[src/hw/core_pkg.sv]
package core_pkg;

    localparam int XLEN       = 32;
    localparam int REG_ADDR_W = 5;
    localparam int NUM_REGS   = 32;

    // major opcodes
    localparam logic [6:0] OPC_OP     = 7'b0110011;
    localparam logic [6:0] OPC_OP_IMM = 7'b0010011;
    localparam logic [6:0] OPC_LUI    = 7'b0110111;
    localparam logic [6:0] OPC_BRANCH = 7'b1100011;
    localparam logic [6:0] OPC_JAL    = 7'b1101111;

    // funct3 values of the supported subset
    localparam logic [2:0] F3_ADD_SUB = 3'b000;
    localparam logic [2:0] F3_XOR     = 3'b100;
    localparam logic [2:0] F3_OR      = 3'b110;
    localparam logic [2:0] F3_AND     = 3'b111;
    localparam logic [2:0] F3_BEQ     = 3'b000;
    localparam logic [2:0] F3_BNE     = 3'b001;

    // addi x0, x0, 0
    localparam logic [31:0] INST_NOP = 32'h0000_0013;

    typedef enum logic [2:0] {
        ALU_ADD,
        ALU_SUB,
        ALU_AND,
        ALU_OR,
        ALU_XOR,
        ALU_PASS2
    } alu_op_e;

    typedef enum logic [1:0] {
        BR_NONE,
        BR_EQ,
        BR_NE,
        BR_JAL
    } br_kind_e;

    ////////////////////////////////////////////////////////////////////////////
    // one instruction word, five field layouts
    ////////////////////////////////////////////////////////////////////////////
    typedef union packed {
        struct packed {
            logic [6:0] funct7;
            logic [4:0] rs2;
            logic [4:0] rs1;
            logic [2:0] funct3;
            logic [4:0] rd;
            logic [6:0] opcode;
        } r;
        struct packed {
            logic [11:0] imm_11_0;
            logic [4:0]  rs1;
            logic [2:0]  funct3;
            logic [4:0]  rd;
            logic [6:0]  opcode;
        } i;
        struct packed {
            logic       imm_12;
            logic [5:0] imm_10_5;
            logic [4:0] rs2;
            logic [4:0] rs1;
            logic [2:0] funct3;
            logic [3:0] imm_4_1;
            logic       imm_11;
            logic [6:0] opcode;
        } b;
        struct packed {
            logic       imm_20;
            logic [9:0] imm_10_1;
            logic       imm_11;
            logic [7:0] imm_19_12;
            logic [4:0] rd;
            logic [6:0] opcode;
        } j;
        struct packed {
            logic [19:0] imm_31_12;
            logic [4:0]  rd;
            logic [6:0]  opcode;
        } u;
    } inst_u;

endpackage
[src/hw/core_ifs.sv]
interface uop_if;
    import core_pkg::*;

    logic                  valid;
    logic [XLEN-1:0]       pc;
    alu_op_e               alu_op;
    br_kind_e              br_kind;
    logic                  use_imm;
    logic [XLEN-1:0]       imm;
    logic [REG_ADDR_W-1:0] rd;
    logic                  rf_wen;
    logic                  link;
    logic [REG_ADDR_W-1:0] rs1;
    logic [REG_ADDR_W-1:0] rs2;
    // resolved operands, filled in by data select
    logic [XLEN-1:0]       rs1_data;
    logic [XLEN-1:0]       rs2_data;

    modport src (
        output valid, pc, alu_op, br_kind, use_imm, imm, rd, rf_wen, link,
               rs1, rs2, rs1_data, rs2_data
    );
    modport dst (
        input  valid, pc, alu_op, br_kind, use_imm, imm, rd, rf_wen, link,
               rs1, rs2, rs1_data, rs2_data
    );
endinterface

interface fwd_if;
    import core_pkg::*;

    logic                  valid;
    // wdata is final and may be picked up now
    logic                  fwdable;
    logic [REG_ADDR_W-1:0] addr;
    logic [XLEN-1:0]       wdata;

    modport drv (output valid, fwdable, addr, wdata);
    modport rcv (input  valid, fwdable, addr, wdata);
endinterface

[src/hw/riscv_core.sv]
module riscv_core #(
    parameter logic [core_pkg::XLEN-1:0] RESET_PC = 32'h0000_0100
) (
    input  logic                      clk,
    input  logic                      reset_i,
    input  logic                      fetch_valid_i,
    input  logic [core_pkg::XLEN-1:0] fetch_pc_i,
    input  logic [31:0]               fetch_inst_i,
    output logic                      fetch_ready_o,
    output logic                      redirect_valid_o,
    output logic [core_pkg::XLEN-1:0] redirect_pc_o,
    output logic [core_pkg::XLEN-1:0] gp_o
);
    import core_pkg::*;

    logic                  stall;
    logic                  redirect_now;
    logic [REG_ADDR_W-1:0] rf_raddr1;
    logic [REG_ADDR_W-1:0] rf_raddr2;
    logic [XLEN-1:0]       rf_rdata1;
    logic [XLEN-1:0]       rf_rdata2;

    uop_if id_uop ();
    uop_if ds_uop ();
    fwd_if fwd_exe ();
    fwd_if fwd_wb ();
    fwd_if fwd_res ();

    decode_stage i_decode_stage (
        .clk              (clk),
        .reset_i          (reset_i),
        .fetch_valid_i    (fetch_valid_i),
        .fetch_pc_i       (fetch_pc_i),
        .fetch_inst_i     (fetch_inst_i),
        .fetch_ready_o    (fetch_ready_o),
        .stall_i          (stall),
        .redirect_now_i   (redirect_now),
        .redirect_valid_i (redirect_valid_o),
        .uop              (id_uop)
    );

    operand_stage i_operand_stage (
        .clk            (clk),
        .reset_i        (reset_i),
        .id_uop         (id_uop),
        .ds_uop         (ds_uop),
        .fwd_exe        (fwd_exe),
        .fwd_wb         (fwd_wb),
        .rf_rdata1_i    (rf_rdata1),
        .rf_rdata2_i    (rf_rdata2),
        .rf_raddr1_o    (rf_raddr1),
        .rf_raddr2_o    (rf_raddr2),
        .stall_o        (stall),
        .redirect_now_i (redirect_now)
    );

    execute_stage #(
        .RESET_PC (RESET_PC)
    ) i_execute_stage (
        .clk              (clk),
        .reset_i          (reset_i),
        .ds_uop           (ds_uop),
        .fwd_exe          (fwd_exe),
        .fwd_res          (fwd_res),
        .redirect_now_o   (redirect_now),
        .redirect_valid_o (redirect_valid_o),
        .redirect_pc_o    (redirect_pc_o)
    );

    writeback_stage i_writeback_stage (
        .clk         (clk),
        .reset_i     (reset_i),
        .fwd_res     (fwd_res),
        .fwd_wb      (fwd_wb),
        .rf_raddr1_i (rf_raddr1),
        .rf_raddr2_i (rf_raddr2),
        .rf_rdata1_o (rf_rdata1),
        .rf_rdata2_o (rf_rdata2),
        .gp_o        (gp_o)
    );

endmodule

[src/hw/writeback_stage.sv]
module writeback_stage (
    input  logic                            clk,
    input  logic                            reset_i,
    fwd_if.rcv                              fwd_res,
    fwd_if.drv                              fwd_wb,
    input  logic [core_pkg::REG_ADDR_W-1:0] rf_raddr1_i,
    input  logic [core_pkg::REG_ADDR_W-1:0] rf_raddr2_i,
    output logic [core_pkg::XLEN-1:0]       rf_rdata1_o,
    output logic [core_pkg::XLEN-1:0]       rf_rdata2_o,
    output logic [core_pkg::XLEN-1:0]       gp_o
);
    import core_pkg::*;

    logic                  wb_valid;
    logic [REG_ADDR_W-1:0] wb_addr;
    logic [XLEN-1:0]       wb_data;
    logic [XLEN-1:0]       regs [NUM_REGS];

    always_ff @(posedge clk) begin
        if (reset_i) begin
            wb_valid <= 1'b0;
        end else begin
            wb_valid <= fwd_res.valid && fwd_res.fwdable;
        end
    end

    always_ff @(posedge clk) begin
        wb_addr <= fwd_res.addr;
        wb_data <= fwd_res.wdata;
    end

    // x0 stays unwritten and reads as zero
    always_ff @(posedge clk) begin
        if (wb_valid && wb_addr != '0) begin
            regs[wb_addr] <= wb_data;
        end
    end

    assign rf_rdata1_o = (rf_raddr1_i == '0) ? '0 : regs[rf_raddr1_i];
    assign rf_rdata2_o = (rf_raddr2_i == '0) ? '0 : regs[rf_raddr2_i];
    assign gp_o        = regs[3];

    assign fwd_wb.valid   = wb_valid;
    assign fwd_wb.fwdable = 1'b1;
    assign fwd_wb.addr    = wb_addr;
    assign fwd_wb.wdata   = wb_data;

endmodule

[src/hw/execute_stage.sv]
module execute_stage #(
    parameter logic [core_pkg::XLEN-1:0] RESET_PC = '0
) (
    input  logic                      clk,
    input  logic                      reset_i,
    uop_if.dst                        ds_uop,
    fwd_if.drv                        fwd_exe,
    fwd_if.drv                        fwd_res,
    output logic                      redirect_now_o,
    output logic                      redirect_valid_o,
    output logic [core_pkg::XLEN-1:0] redirect_pc_o
);
    import core_pkg::*;

    logic                  ex_valid;
    logic [XLEN-1:0]       ex_pc;
    alu_op_e               ex_alu_op;
    br_kind_e              ex_br_kind;
    logic                  ex_use_imm;
    logic [XLEN-1:0]       ex_imm;
    logic [REG_ADDR_W-1:0] ex_rd;
    logic                  ex_rf_wen;
    logic                  ex_link;
    logic [XLEN-1:0]       ex_op1;
    logic [XLEN-1:0]       ex_rs2_data;
    logic [XLEN-1:0]       op2;
    logic [XLEN-1:0]       alu_out;
    logic [XLEN-1:0]       result;
    logic [XLEN-1:0]       target;
    logic                  taken;

    always_ff @(posedge clk) begin
        if (reset_i) begin
            ex_valid <= 1'b0;
        end else begin
            ex_valid <= ds_uop.valid;
        end
    end

    always_ff @(posedge clk) begin
        ex_pc       <= ds_uop.pc;
        ex_alu_op   <= ds_uop.alu_op;
        ex_br_kind  <= ds_uop.br_kind;
        ex_use_imm  <= ds_uop.use_imm;
        ex_imm      <= ds_uop.imm;
        ex_rd       <= ds_uop.rd;
        ex_rf_wen   <= ds_uop.rf_wen;
        ex_link     <= ds_uop.link;
        ex_op1      <= ds_uop.rs1_data;
        ex_rs2_data <= ds_uop.rs2_data;
    end

    ////////////////////////////////////////////////////////////////////////////
    // alu and branch resolution
    ////////////////////////////////////////////////////////////////////////////
    assign op2 = ex_use_imm ? ex_imm : ex_rs2_data;

    always_comb begin
        case (ex_alu_op)
            ALU_SUB:   alu_out = ex_op1 - op2;
            ALU_AND:   alu_out = ex_op1 & op2;
            ALU_OR:    alu_out = ex_op1 | op2;
            ALU_XOR:   alu_out = ex_op1 ^ op2;
            ALU_PASS2: alu_out = op2;
            default:   alu_out = ex_op1 + op2;
        endcase
    end

    assign result = ex_link ? ex_pc + XLEN'(4) : alu_out;
    assign target = ex_pc + ex_imm;

    always_comb begin
        case (ex_br_kind)
            BR_EQ:   taken = ex_op1 == ex_rs2_data;
            BR_NE:   taken = ex_op1 != ex_rs2_data;
            BR_JAL:  taken = 1'b1;
            default: taken = 1'b0;
        endcase
    end

    assign redirect_now_o = ex_valid && taken;

    // fetch sees the redirect one cycle later, reset starts it at RESET_PC
    always_ff @(posedge clk) begin
        if (reset_i) begin
            redirect_valid_o <= 1'b1;
            redirect_pc_o    <= RESET_PC;
        end else begin
            redirect_valid_o <= redirect_now_o;
            redirect_pc_o    <= target;
        end
    end

    // only a link value is final this early
    assign fwd_exe.valid   = ex_valid && ex_rf_wen;
    assign fwd_exe.fwdable = ex_link;
    assign fwd_exe.addr    = ex_rd;
    assign fwd_exe.wdata   = result;

    assign fwd_res.valid   = ex_valid && ex_rf_wen;
    assign fwd_res.fwdable = 1'b1;
    assign fwd_res.addr    = ex_rd;
    assign fwd_res.wdata   = result;

    // the flush empties data select, so the next entry here is never valid
    a_no_double_redirect: assert property (@(posedge clk) disable iff (reset_i)
        redirect_now_o |=> !redirect_now_o);

endmodule

[src/hw/operand_stage.sv]
module operand_stage (
    input  logic                            clk,
    input  logic                            reset_i,
    uop_if.dst                              id_uop,
    uop_if.src                              ds_uop,
    fwd_if.rcv                              fwd_exe,
    fwd_if.rcv                              fwd_wb,
    input  logic [core_pkg::XLEN-1:0]       rf_rdata1_i,
    input  logic [core_pkg::XLEN-1:0]       rf_rdata2_i,
    output logic [core_pkg::REG_ADDR_W-1:0] rf_raddr1_o,
    output logic [core_pkg::REG_ADDR_W-1:0] rf_raddr2_o,
    output logic                            stall_o,
    input  logic                            redirect_now_i
);
    import core_pkg::*;

    logic                  ds_valid;
    logic [XLEN-1:0]       ds_pc;
    alu_op_e               ds_alu_op;
    br_kind_e              ds_br_kind;
    logic                  ds_use_imm;
    logic [XLEN-1:0]       ds_imm;
    logic [REG_ADDR_W-1:0] ds_rd;
    logic                  ds_rf_wen;
    logic                  ds_link;
    logic [REG_ADDR_W-1:0] ds_rs1;
    logic [REG_ADDR_W-1:0] ds_rs2;
    logic                  exe_hit1;
    logic                  exe_hit2;
    logic                  wb_hit1;
    logic                  wb_hit2;

    always_ff @(posedge clk) begin
        if (reset_i || redirect_now_i) begin
            ds_valid <= 1'b0;
        end else if (!stall_o) begin
            ds_valid <= id_uop.valid;
        end
    end

    always_ff @(posedge clk) begin
        if (!stall_o) begin
            ds_pc      <= id_uop.pc;
            ds_alu_op  <= id_uop.alu_op;
            ds_br_kind <= id_uop.br_kind;
            ds_use_imm <= id_uop.use_imm;
            ds_imm     <= id_uop.imm;
            ds_rd      <= id_uop.rd;
            ds_rf_wen  <= id_uop.rf_wen;
            ds_link    <= id_uop.link;
            ds_rs1     <= id_uop.rs1;
            ds_rs2     <= id_uop.rs2;
        end
    end

    assign rf_raddr1_o = ds_rs1;
    assign rf_raddr2_o = ds_rs2;

    // x0 never matches
    assign exe_hit1 = fwd_exe.valid && ds_rs1 != '0 && fwd_exe.addr == ds_rs1;
    assign exe_hit2 = fwd_exe.valid && ds_rs2 != '0 && fwd_exe.addr == ds_rs2;
    assign wb_hit1  = fwd_wb.valid && ds_rs1 != '0 && fwd_wb.addr == ds_rs1;
    assign wb_hit2  = fwd_wb.valid && ds_rs2 != '0 && fwd_wb.addr == ds_rs2;

    // alu result still in flight, wait for write-back
    assign stall_o = ds_valid && !fwd_exe.fwdable && (exe_hit1 || exe_hit2);

    // a redirect also kills the entry leaving for execute
    assign ds_uop.valid    = ds_valid && !stall_o && !redirect_now_i;
    assign ds_uop.pc       = ds_pc;
    assign ds_uop.alu_op   = ds_alu_op;
    assign ds_uop.br_kind  = ds_br_kind;
    assign ds_uop.use_imm  = ds_use_imm;
    assign ds_uop.imm      = ds_imm;
    assign ds_uop.rd       = ds_rd;
    assign ds_uop.rf_wen   = ds_rf_wen;
    assign ds_uop.link     = ds_link;
    assign ds_uop.rs1      = ds_rs1;
    assign ds_uop.rs2      = ds_rs2;
    assign ds_uop.rs1_data = exe_hit1 ? fwd_exe.wdata : wb_hit1 ? fwd_wb.wdata : rf_rdata1_i;
    assign ds_uop.rs2_data = exe_hit2 ? fwd_exe.wdata : wb_hit2 ? fwd_wb.wdata : rf_rdata2_i;

    // execute only holds a bubble after a stall, so it never lasts two cycles
    a_stall_once: assert property (@(posedge clk) disable iff (reset_i)
        stall_o |-> ds_valid ##1 !stall_o);

endmodule

[src/hw/decode_stage.sv]
module decode_stage (
    input  logic                      clk,
    input  logic                      reset_i,
    input  logic                      fetch_valid_i,
    input  logic [core_pkg::XLEN-1:0] fetch_pc_i,
    input  logic [31:0]               fetch_inst_i,
    output logic                      fetch_ready_o,
    input  logic                      stall_i,
    input  logic                      redirect_now_i,
    input  logic                      redirect_valid_i,
    uop_if.src                        uop
);
    import core_pkg::*;

    logic            id_valid;
    logic [XLEN-1:0] id_pc;
    inst_u           id_inst;

    assign fetch_ready_o = !(id_valid && stall_i);

    always_ff @(posedge clk) begin
        if (reset_i) begin
            id_valid <= 1'b0;
        end else if (redirect_now_i || redirect_valid_i) begin
            id_valid <= 1'b0;
        end else if (fetch_ready_o) begin
            id_valid <= fetch_valid_i;
        end
    end

    always_ff @(posedge clk) begin
        if (redirect_now_i || redirect_valid_i) begin
            id_inst <= INST_NOP;
        end else if (fetch_ready_o && fetch_valid_i) begin
            id_pc   <= fetch_pc_i;
            id_inst <= fetch_inst_i;
        end
    end

    assign uop.valid    = id_valid;
    assign uop.pc       = id_pc;
    assign uop.rs1_data = '0;
    assign uop.rs2_data = '0;

    ////////////////////////////////////////////////////////////////////////////
    // decode, anything outside the subset stays a no-op
    ////////////////////////////////////////////////////////////////////////////
    always_comb begin
        uop.alu_op  = ALU_ADD;
        uop.br_kind = BR_NONE;
        uop.use_imm = 1'b0;
        uop.imm     = '0;
        uop.rd      = '0;
        uop.rf_wen  = 1'b0;
        uop.link    = 1'b0;
        uop.rs1     = '0;
        uop.rs2     = '0;
        case (id_inst.r.opcode)
            OPC_OP: begin
                if (id_inst.r.funct7 == 7'h00 ||
                    (id_inst.r.funct7 == 7'h20 && id_inst.r.funct3 == F3_ADD_SUB)) begin
                    uop.rs1    = id_inst.r.rs1;
                    uop.rs2    = id_inst.r.rs2;
                    uop.rd     = id_inst.r.rd;
                    uop.rf_wen = 1'b1;
                    case (id_inst.r.funct3)
                        F3_ADD_SUB: uop.alu_op = id_inst.r.funct7[5] ? ALU_SUB : ALU_ADD;
                        F3_AND:     uop.alu_op = ALU_AND;
                        F3_OR:      uop.alu_op = ALU_OR;
                        F3_XOR:     uop.alu_op = ALU_XOR;
                        default:    uop.rf_wen = 1'b0;
                    endcase
                end
            end
            OPC_OP_IMM: begin
                // addi only
                if (id_inst.i.funct3 == F3_ADD_SUB) begin
                    uop.rs1     = id_inst.i.rs1;
                    uop.rd      = id_inst.i.rd;
                    uop.rf_wen  = 1'b1;
                    uop.use_imm = 1'b1;
                    uop.imm     = {{20{id_inst.i.imm_11_0[11]}}, id_inst.i.imm_11_0};
                end
            end
            OPC_LUI: begin
                uop.rd      = id_inst.u.rd;
                uop.rf_wen  = 1'b1;
                uop.use_imm = 1'b1;
                uop.alu_op  = ALU_PASS2;
                uop.imm     = {id_inst.u.imm_31_12, 12'b0};
            end
            OPC_BRANCH: begin
                if (id_inst.b.funct3 == F3_BEQ || id_inst.b.funct3 == F3_BNE) begin
                    uop.br_kind = (id_inst.b.funct3 == F3_BNE) ? BR_NE : BR_EQ;
                    uop.rs1     = id_inst.b.rs1;
                    uop.rs2     = id_inst.b.rs2;
                    uop.imm     = {{19{id_inst.b.imm_12}}, id_inst.b.imm_12, id_inst.b.imm_11,
                                   id_inst.b.imm_10_5, id_inst.b.imm_4_1, 1'b0};
                end
            end
            OPC_JAL: begin
                uop.br_kind = BR_JAL;
                uop.rd      = id_inst.j.rd;
                uop.rf_wen  = 1'b1;
                uop.link    = 1'b1;
                uop.imm     = {{11{id_inst.j.imm_20}}, id_inst.j.imm_20, id_inst.j.imm_19_12,
                               id_inst.j.imm_11, id_inst.j.imm_10_1, 1'b0};
            end
            default: ;
        endcase
    end

    // a held entry keeps fetch waiting and moves on next cycle
    a_hold: assert property (@(posedge clk) disable iff (reset_i)
        (id_valid && stall_i && !redirect_now_i && !redirect_valid_i)
            |-> !fetch_ready_o ##1 (id_valid && !stall_i));

endmodule

[config.mk]
export PLATFORM = sky130hd
export DESIGN_NAME = riscv_core
export DESIGN_NICKNAME = d
export VERILOG_FILES = /design/src/hw/core_pkg.sv /design/src/hw/core_ifs.sv /design/src/hw/riscv_core.sv /design/src/hw/writeback_stage.sv /design/src/hw/execute_stage.sv /design/src/hw/operand_stage.sv /design/src/hw/decode_stage.sv
export SDC_FILE = /design/constraint.sdc
export NUM_CORES = 2
export LEC_CHECK = 0
export BUFFER_PORTS_ARGS = -buffer_cell sky130_fd_sc_hd__buf_2
export CORE_MARGIN = 10
export CORE_UTILIZATION = 50
export CTS_BUF_LIST = sky130_fd_sc_hd__clkbuf_2
export DETAILED_ROUTE_END_ITERATION = 16
export PLACE_DENSITY = 0.66
export SETUP_SLACK_MARGIN = 0.1
export SLEW_MARGIN = 20
export SYNTH_ARGS = -nofsm -noshare
export SYNTH_HDL_FRONTEND = slang
export SYNTH_SLANG_ARGS = --single-unit
[constraint.sdc]
create_clock -name clk -period 11 [get_ports clk]
set_input_delay 2.2 -clock clk [delete_from_list [all_inputs] [get_ports clk]]
set_output_delay 2.2 -clock clk [all_outputs]
set_load 0.01 [all_outputs]
## Word-level counts from Yosys, hierarchy flattened

Memories as Yosys holds them, arrays and structs flattened. A register that Yosys moved wholly into a read port is not among the register bits.
Index checks and enable logic that the tools add are counted.

- $add $sub $neg: 4
- Eq/ne operators: 24
- Multiplexer cells: 40
- Bitwise logic cells: 4
- Reduce and logical (&&, ||, !) cells: 38

Operator list:

| cell | count |
|---|---|
| 32-bit 2-to-1 mux | 10 |
| 32-bit case mux with 5 select lines | 1 |
| 32-bit case mux with 4 select lines | 1 |
| 32-bit adder | 2 |
| 5-bit 2-to-1 mux | 9 |
| 32-bit by 3-bit adder with 32-bit output, second input constant | 1 |
| 32-bit AND | 1 |
| 32-bit == test | 1 |
| 32-bit != test | 1 |
| 32-bit bitwise OR | 1 |
| 32-bit subtractor | 1 |
| 32-bit XOR | 1 |
| 5-bit case mux with 3 select lines | 2 |
| 7-bit by 6-bit == test with 1-bit output, second input constant | 3 |
| 5-bit == test | 4 |
| 1-bit logical AND | 18 |
| 3-bit == test, second input constant | 5 |
| 5-bit nonzero test | 3 |
| 7-bit == test, second input constant | 2 |
| 3-bit case mux with 4 select lines | 1 |
| 5-bit logical NOT | 2 |
| 5-bit case mux with 2 select lines | 1 |
| 7-bit by 5-bit == test with 1-bit output, second input constant | 1 |
| 7-bit logical NOT | 1 |
| 18 further kinds | 37 |

- Bits in registers: 366
- Memory bits (writable): 1,024
- Input bits: 67
- Output and inout port bits: 66
- Word-level logic and storage cells: 141
- Memories kept: 1

Memories:

| name | depth | width | rd ports | clocked after memory_dff | write ports | RTL line | text |
|---|---|---|---|---|---|---|---|
| i_writeback_stage.regs | 32 | 32 | 3 | 2 | 1 | writeback_stage.sv:17 | `logic [XLEN-1:0] regs [NUM_REGS];` |

## Logic depth before layout (Yosys ltp)

- Depth after elaboration: 9
- Mapped depth: 22
- Depth with buffers taken out: 19

## Modules after synthesis

A second synthesis with hierarchy kept.

- Cells, all modules: 4,578
- Area total of the unflattened synthesis: 67,664.9 µm²

By module, submodules not included:

| module | instances | cells an instance | area an instance (µm²) | seq. area each (µm²) |
|---|---|---|---|---|
| writeback_stage | 1 | 2,538 | 48,260.0 | 31,510.2 |
| execute_stage | 1 | 1,334 | 11,680.0 | 3,503.4 |
| operand_stage | 1 | 351 | 4,411.7 | 2,632.5 |
| decode_stage | 1 | 355 | 3,313.2 | 1,621.6 |

## Worst setup path after synthesis

Ideal clock, no wire load.

- Path type: register -> register
- Start point: register i_execute_stage.ex_use_imm
- End point: register i_execute_stage.ex_op1[29]
- Library setup time: 0.140 ns
- Arrival: 4.519 ns
- Required time: 10.860 ns
- Slack: 6.341 ns
- Stages on the path, launching flop included: 23
- Buffers on the path: 4
- Period minus slack after synthesis: 4.659 ns
- Path through: dfxtp_1 buf_4 buf_2 buf_2 buf_2 mux2i_1 ha_1 and3_1 nand2_1 nor2_2 nand4_1 nand2_1 xnor2_1 ha_1 a21o_1 a21oi_1 o21bai_1 a31oi_1 o21ai_0 a21oi_1 nor3_1 o41ai_1 a21oi_1

- Longest elaborated chain between the ends: 5
- Elaborated cells on any way between the ends: 9
- Those cells by class: add/sub (2); mux (4); bitwise (3)

RTL lines:

| element | RTL line | text |
|---|---|---|
| start, declared | execute_stage.sv:19 | `logic ex_use_imm;` |
| start signal, assigned | execute_stage.sv:44 | `ex_use_imm <= ds_uop.use_imm;` |
| 32-bit 2-to-1 mux * | execute_stage.sv:56 | `assign op2 = ex_use_imm ? ex_imm : ex_rs2_data;` |
| 32-bit adder (tied with other cells) | execute_stage.sv:65 | `default: alu_out = ex_op1 + op2;` |
| 32-bit case mux with 5 select lines * | execute_stage.sv:59 | `case (ex_alu_op)` |
| 32-bit 2-to-1 mux * | execute_stage.sv:69 | `assign result = ex_link ? ex_pc + XLEN'(4) : alu_out;` |
| 32-bit 2-to-1 mux * | operand_stage.sv:80 | `assign ds_uop.rs1_data = exe_hit1 ? fwd_exe.wdata : wb_hit1 ? fwd_wb.wdata : rf_rdata1_i;` |
| via ds_uop.rs1_data[29] | core_ifs.sv:16 | `logic [XLEN-1:0] rs1_data;` |
| end signal, assigned | execute_stage.sv:49 | `ex_op1 <= ds_uop.rs1_data;` |
| end, declared | execute_stage.sv:24 | `logic [XLEN-1:0] ex_op1;` |

The timed path passes the listed nets; every way through them passes the cells marked *.
A chain may end at the register's enable or synchronous reset.

## Worst setup path in the final report

- Start point: register i_operand_stage.ds_rs1[3] (netlist: i_operand_stage.ds_uop.rs1[3])
- End point: output fetch_ready_o

- Longest elaborated chain between the ends: 7
- Elaborated cells on any way between the ends: 8
- Those cells by class: eq/ne (1); reduce/logical (7)

RTL lines:

| element | RTL line | text |
|---|---|---|
| start, declared | operand_stage.sv:26 | `logic [REG_ADDR_W-1:0] ds_rs1;` |
| start signal, assigned | operand_stage.sv:51 | `ds_rs1 <= id_uop.rs1;` |
| 5-bit nonzero test | operand_stage.sv:60 | `assign exe_hit1 = fwd_exe.valid && ds_rs1 != '0 && fwd_exe.addr == ds_rs1;` |
| 1-bit logical AND | operand_stage.sv:60 |  |
| 1-bit logical AND * | operand_stage.sv:60 |  |
| 1-bit logical OR * | operand_stage.sv:66 | `assign stall_o = ds_valid && !fwd_exe.fwdable && (exe_hit1 \|\| exe_hit2);` |
| 1-bit logical AND * | operand_stage.sv:66 |  |
| 1-bit logical AND * | decode_stage.sv:19 | `assign fetch_ready_o = !(id_valid && stall_i);` |
| 1-bit logical NOT * | decode_stage.sv:19 |  |
| end, declared | riscv_core.sv:9 | `output logic fetch_ready_o,` |

Mark *: on every way between the ends. The rest lies on a longest branch, timed or not.

==> flow_summary.toml <==
[run_status]
status = "complete, no violations"

[power]
ir_worst_vdd_uv = 96.1
p_int_w = 0.00830
comb_power_share_pct = 11.9
pwr-share-clk_pct = 29.0
p_per_area_nw_per_um2 = 165
p_switching_w = 0.00353
swShare_pct = 29.9
finalPower_w = 0.0118
leakage_nw = 24.4
seq_power_share_pct = 59.1

[timing]
finalHoldViolations = 0
slew_headroom_pct = 23.1
timing.hold.ws_ns = 0.321
tightestPinTransition_ns = 1.15
setup_viol = 0
skew_ns = 0.206
fin_crit_ns = 6.26
min_period_over_period_pct = 56.9
drv_slew = 0
fin_ws_ns = 4.74
rsz0062_at_grt = "no"
tns_ns = 0
clock.fmax_mhz = 160

[setup_path]
crit_type = "reg2out"
max_stage_delay_ns = 0.60
crit_fanout = 65
path_cells = "xnor2_1, nand4_1, nor4_2, buf_4, nor2_1, nor3b_2, nand2_1, buf_2"
startpoint_type = "flip-flop"
crit_arrival_ns = 4.06
cp_num_buf_inv = 2
regToRegSetupSlack_ns = 5.35
endpoint_kind = "output pin"
crit_family = "simple AND/OR/NAND/NOR gates"
crit_path_top_delay_cell = "buf_4"
required_ns = 8.80

[drt]
wl_met2_um = 88300
drtPass1Iterations = 5
drt_wl_total_um = 186000
met1Wirelength_um = 73900
top_layer = "met4"
vias = 39800
wl_per_cell_um = 29.6
route.met3.wl_um = 17000
detail-route-antenna-nets = 0
first_iter_violations = 4375
drc = 0
via_per_inst = 6.36

[grt]
overflow = 0
grt_pass1_wl_um = 272000
grt_usage_pct = 25.1
antenna_found_initial = 3
grt_max_degree = 126
grt_pass1_vias = 40400

[yosys]
synth_top_area_share_pct = 51.9
syn_area_sq_um = 66100
synth_cell_type_count = 85
synth_area_leaders = "edfxtp_1 52%, mux4_2 22%, dfxtp_1 7.8%, ha_1 2.4%, a21oi_1 1.5%"
syn_area_per_cell_sq_um = 16.9
synth-edff-count = 1143
yosysWarningCount = 0
ys_async_sr_fraction_pct = 0
syn_inst = 3900
synthFlopType = "edfxtp_1"
ys_seq_elements = 1400
yosysSeqAreaShare_pct = 59.7
yosys.area.top_type = "edfxtp_1"

[floorplanning]
die_w_um = 384
rows = 133
die_y_um = 384
start_util_pct = 50.3
io_pins = 133
die_area_sq_um = 147000
core_area_sq_um = 131000

[clock_network]
cts_resized = 0
clk_latency_ns = 1.76
numCtsBuffers = 367
cts.sinks = 1400
clkTransAtPathRegs_ns = 0.10
cts_hold_buf = 0
post_cts_buffers = 0
cts_tree = "built"
clk_path_buf_depth = 4
root_buffer = "clkbuf_2"
htree_levels = 5

[place]
post-dp-hpwl_um = 110000
dp_worst_setup_slack_ns = 5.57
gp_congestion = 0.875
io_buffer_count = 132

[layout]
synthToLayoutAreaGrowth_pct = 8.75
drive_above_1_share_pct = 34.7
nNetsFinal = 4442

[hold_path]
hold_class = "reg2reg"

[job]
max-cap-violations = 0
final timing paths:
check                                                    start                         endpoint  depth (start not counted)
worst min register to register  i_operand_stage.ds_uop.imm[17]       i_execute_stage.ex_imm[17]                          0
worst max-delay path             i_operand_stage.ds_uop.rs1[3]                    fetch_ready_o                          8
worst max register to register      i_execute_stage.ex_use_imm  i_execute_stage.ex_rs2_data[29]                         20
worst min-delay path            i_operand_stage.ds_uop.imm[17]       i_execute_stage.ex_imm[17]                          0
Yosys cell counts (46+ instances only):
cell,n
xor2_1,70
edfxtp_1,1143
clkbuf_1,162
xnor2_1,86
dfxtp_1,257
a21o_1,46
a21oi_1,194
mux4_2,640
o21ai_0,63
mux2_2,67
ha_1,128
nand2_1,154
inv_1,125
nor2_1,146
a221oi_1,82
metrics by stage:
step                      utilization [%]  cell area (sq um)  instances
after floorplan                         -              66200       3931
after global placement               52.3              68700       5631
after detailed placement             52.3              68700       5631
after CTS                            54.6              71800       6260
after global routing                 54.7              71900       6268
final                                54.7              71900       6268
worst reg2reg max path: cells and delay by family (launching register included):
family / cells / cell delay (ns)
AO/OA/AOI/OAI: 9 / 2.17
AND/OR/NAND/NOR: 7 / 1.21
buffers and inverters: 1 / 0.62
multiplexers: 1 / 0.57
adder cells (fa/ha/maj): 1 / 0.40
flip-flops: 1 / 0.33
XOR/XNOR: 1 / 0.09
metal layers:
layer	track usage, %	up-vias
li1	-	16800
met1	34.5	20600
met2	39.3	2049
met3	5.29	389
met4	9.65	0
met5	0	-
final cells by class:
class                      count  area, sq um
fill                       10700        59600
sequential                  1400        39500
multi-input combinational   2144        25300
clock buffer                 505         2530
tap                         1755         2200
timing repair buffer         203         1240
clock inverter               124          598
inverter                     129          487
antenna                        8         20.0
kinds of logic (layout without fill, tap and decap cells):
kind of cell / Yosys count / count (layout) / synth area share [%]
DFF: 1400 / 1400 / 59.7
muxes: 761 / 761 / 23.9
AOI/OAI and AO/OA: 534 / 534 / 5.36
and+or+nand+nor: 531 / 531 / 3.88
buffers and inverters: 387 / 961 / 2.64
xor gates and xnor gates: 156 / 156 / 2.07
adders and majority gates: 130 / 130 / 2.48
other: 1 / 40 / 0.00567
sequential cells by signal, summed over array words and instances, names as in the netlist, 32 cells and up, named ones only:
signal,count
i_decode_stage.uop.pc,32
i_execute_stage.ex_rs2_data,32
i_execute_stage.ex_pc,32
i_writeback_stage.regs,1024
i_operand_stage.ds_uop.imm,32
i_operand_stage.ds_uop.pc,32
i_execute_stage.redirect_pc_o,32
i_writeback_stage.fwd_wb.wdata,32
i_execute_stage.ex_op1,32
i_execute_stage.ex_imm,32
i_decode_stage.id_inst,32
cell usage in the layout, fill, tap and decap left out, drive strengths merged, types with 128 or more instances in the layout:
| cell | count |
|---|---|
| edfxtp | 1143 |
| ha | 128 |
| inv | 134 |
| a21oi | 195 |
| nand2 | 154 |
| buf | 203 |
| dfxtp | 257 |
| clkbuf | 505 |
| nor2 | 148 |
| mux4 | 640 |
power by group through the flow:
stage / Clock, W / Combinational (W) / Sequential, W
finish: 0.00343 / 0.00141 / 0.00699
floorplan: 0 / 0.000944 / 0.00681
global placement: 0 / 0.00137 / 0.00710
detailed placement: 0 / 0.00138 / 0.00712
CTS: 0.00354 / 0.00139 / 0.00699
global route: 0.00383 / 0.00151 / 0.00706
(Power assumes the default switching activity.)
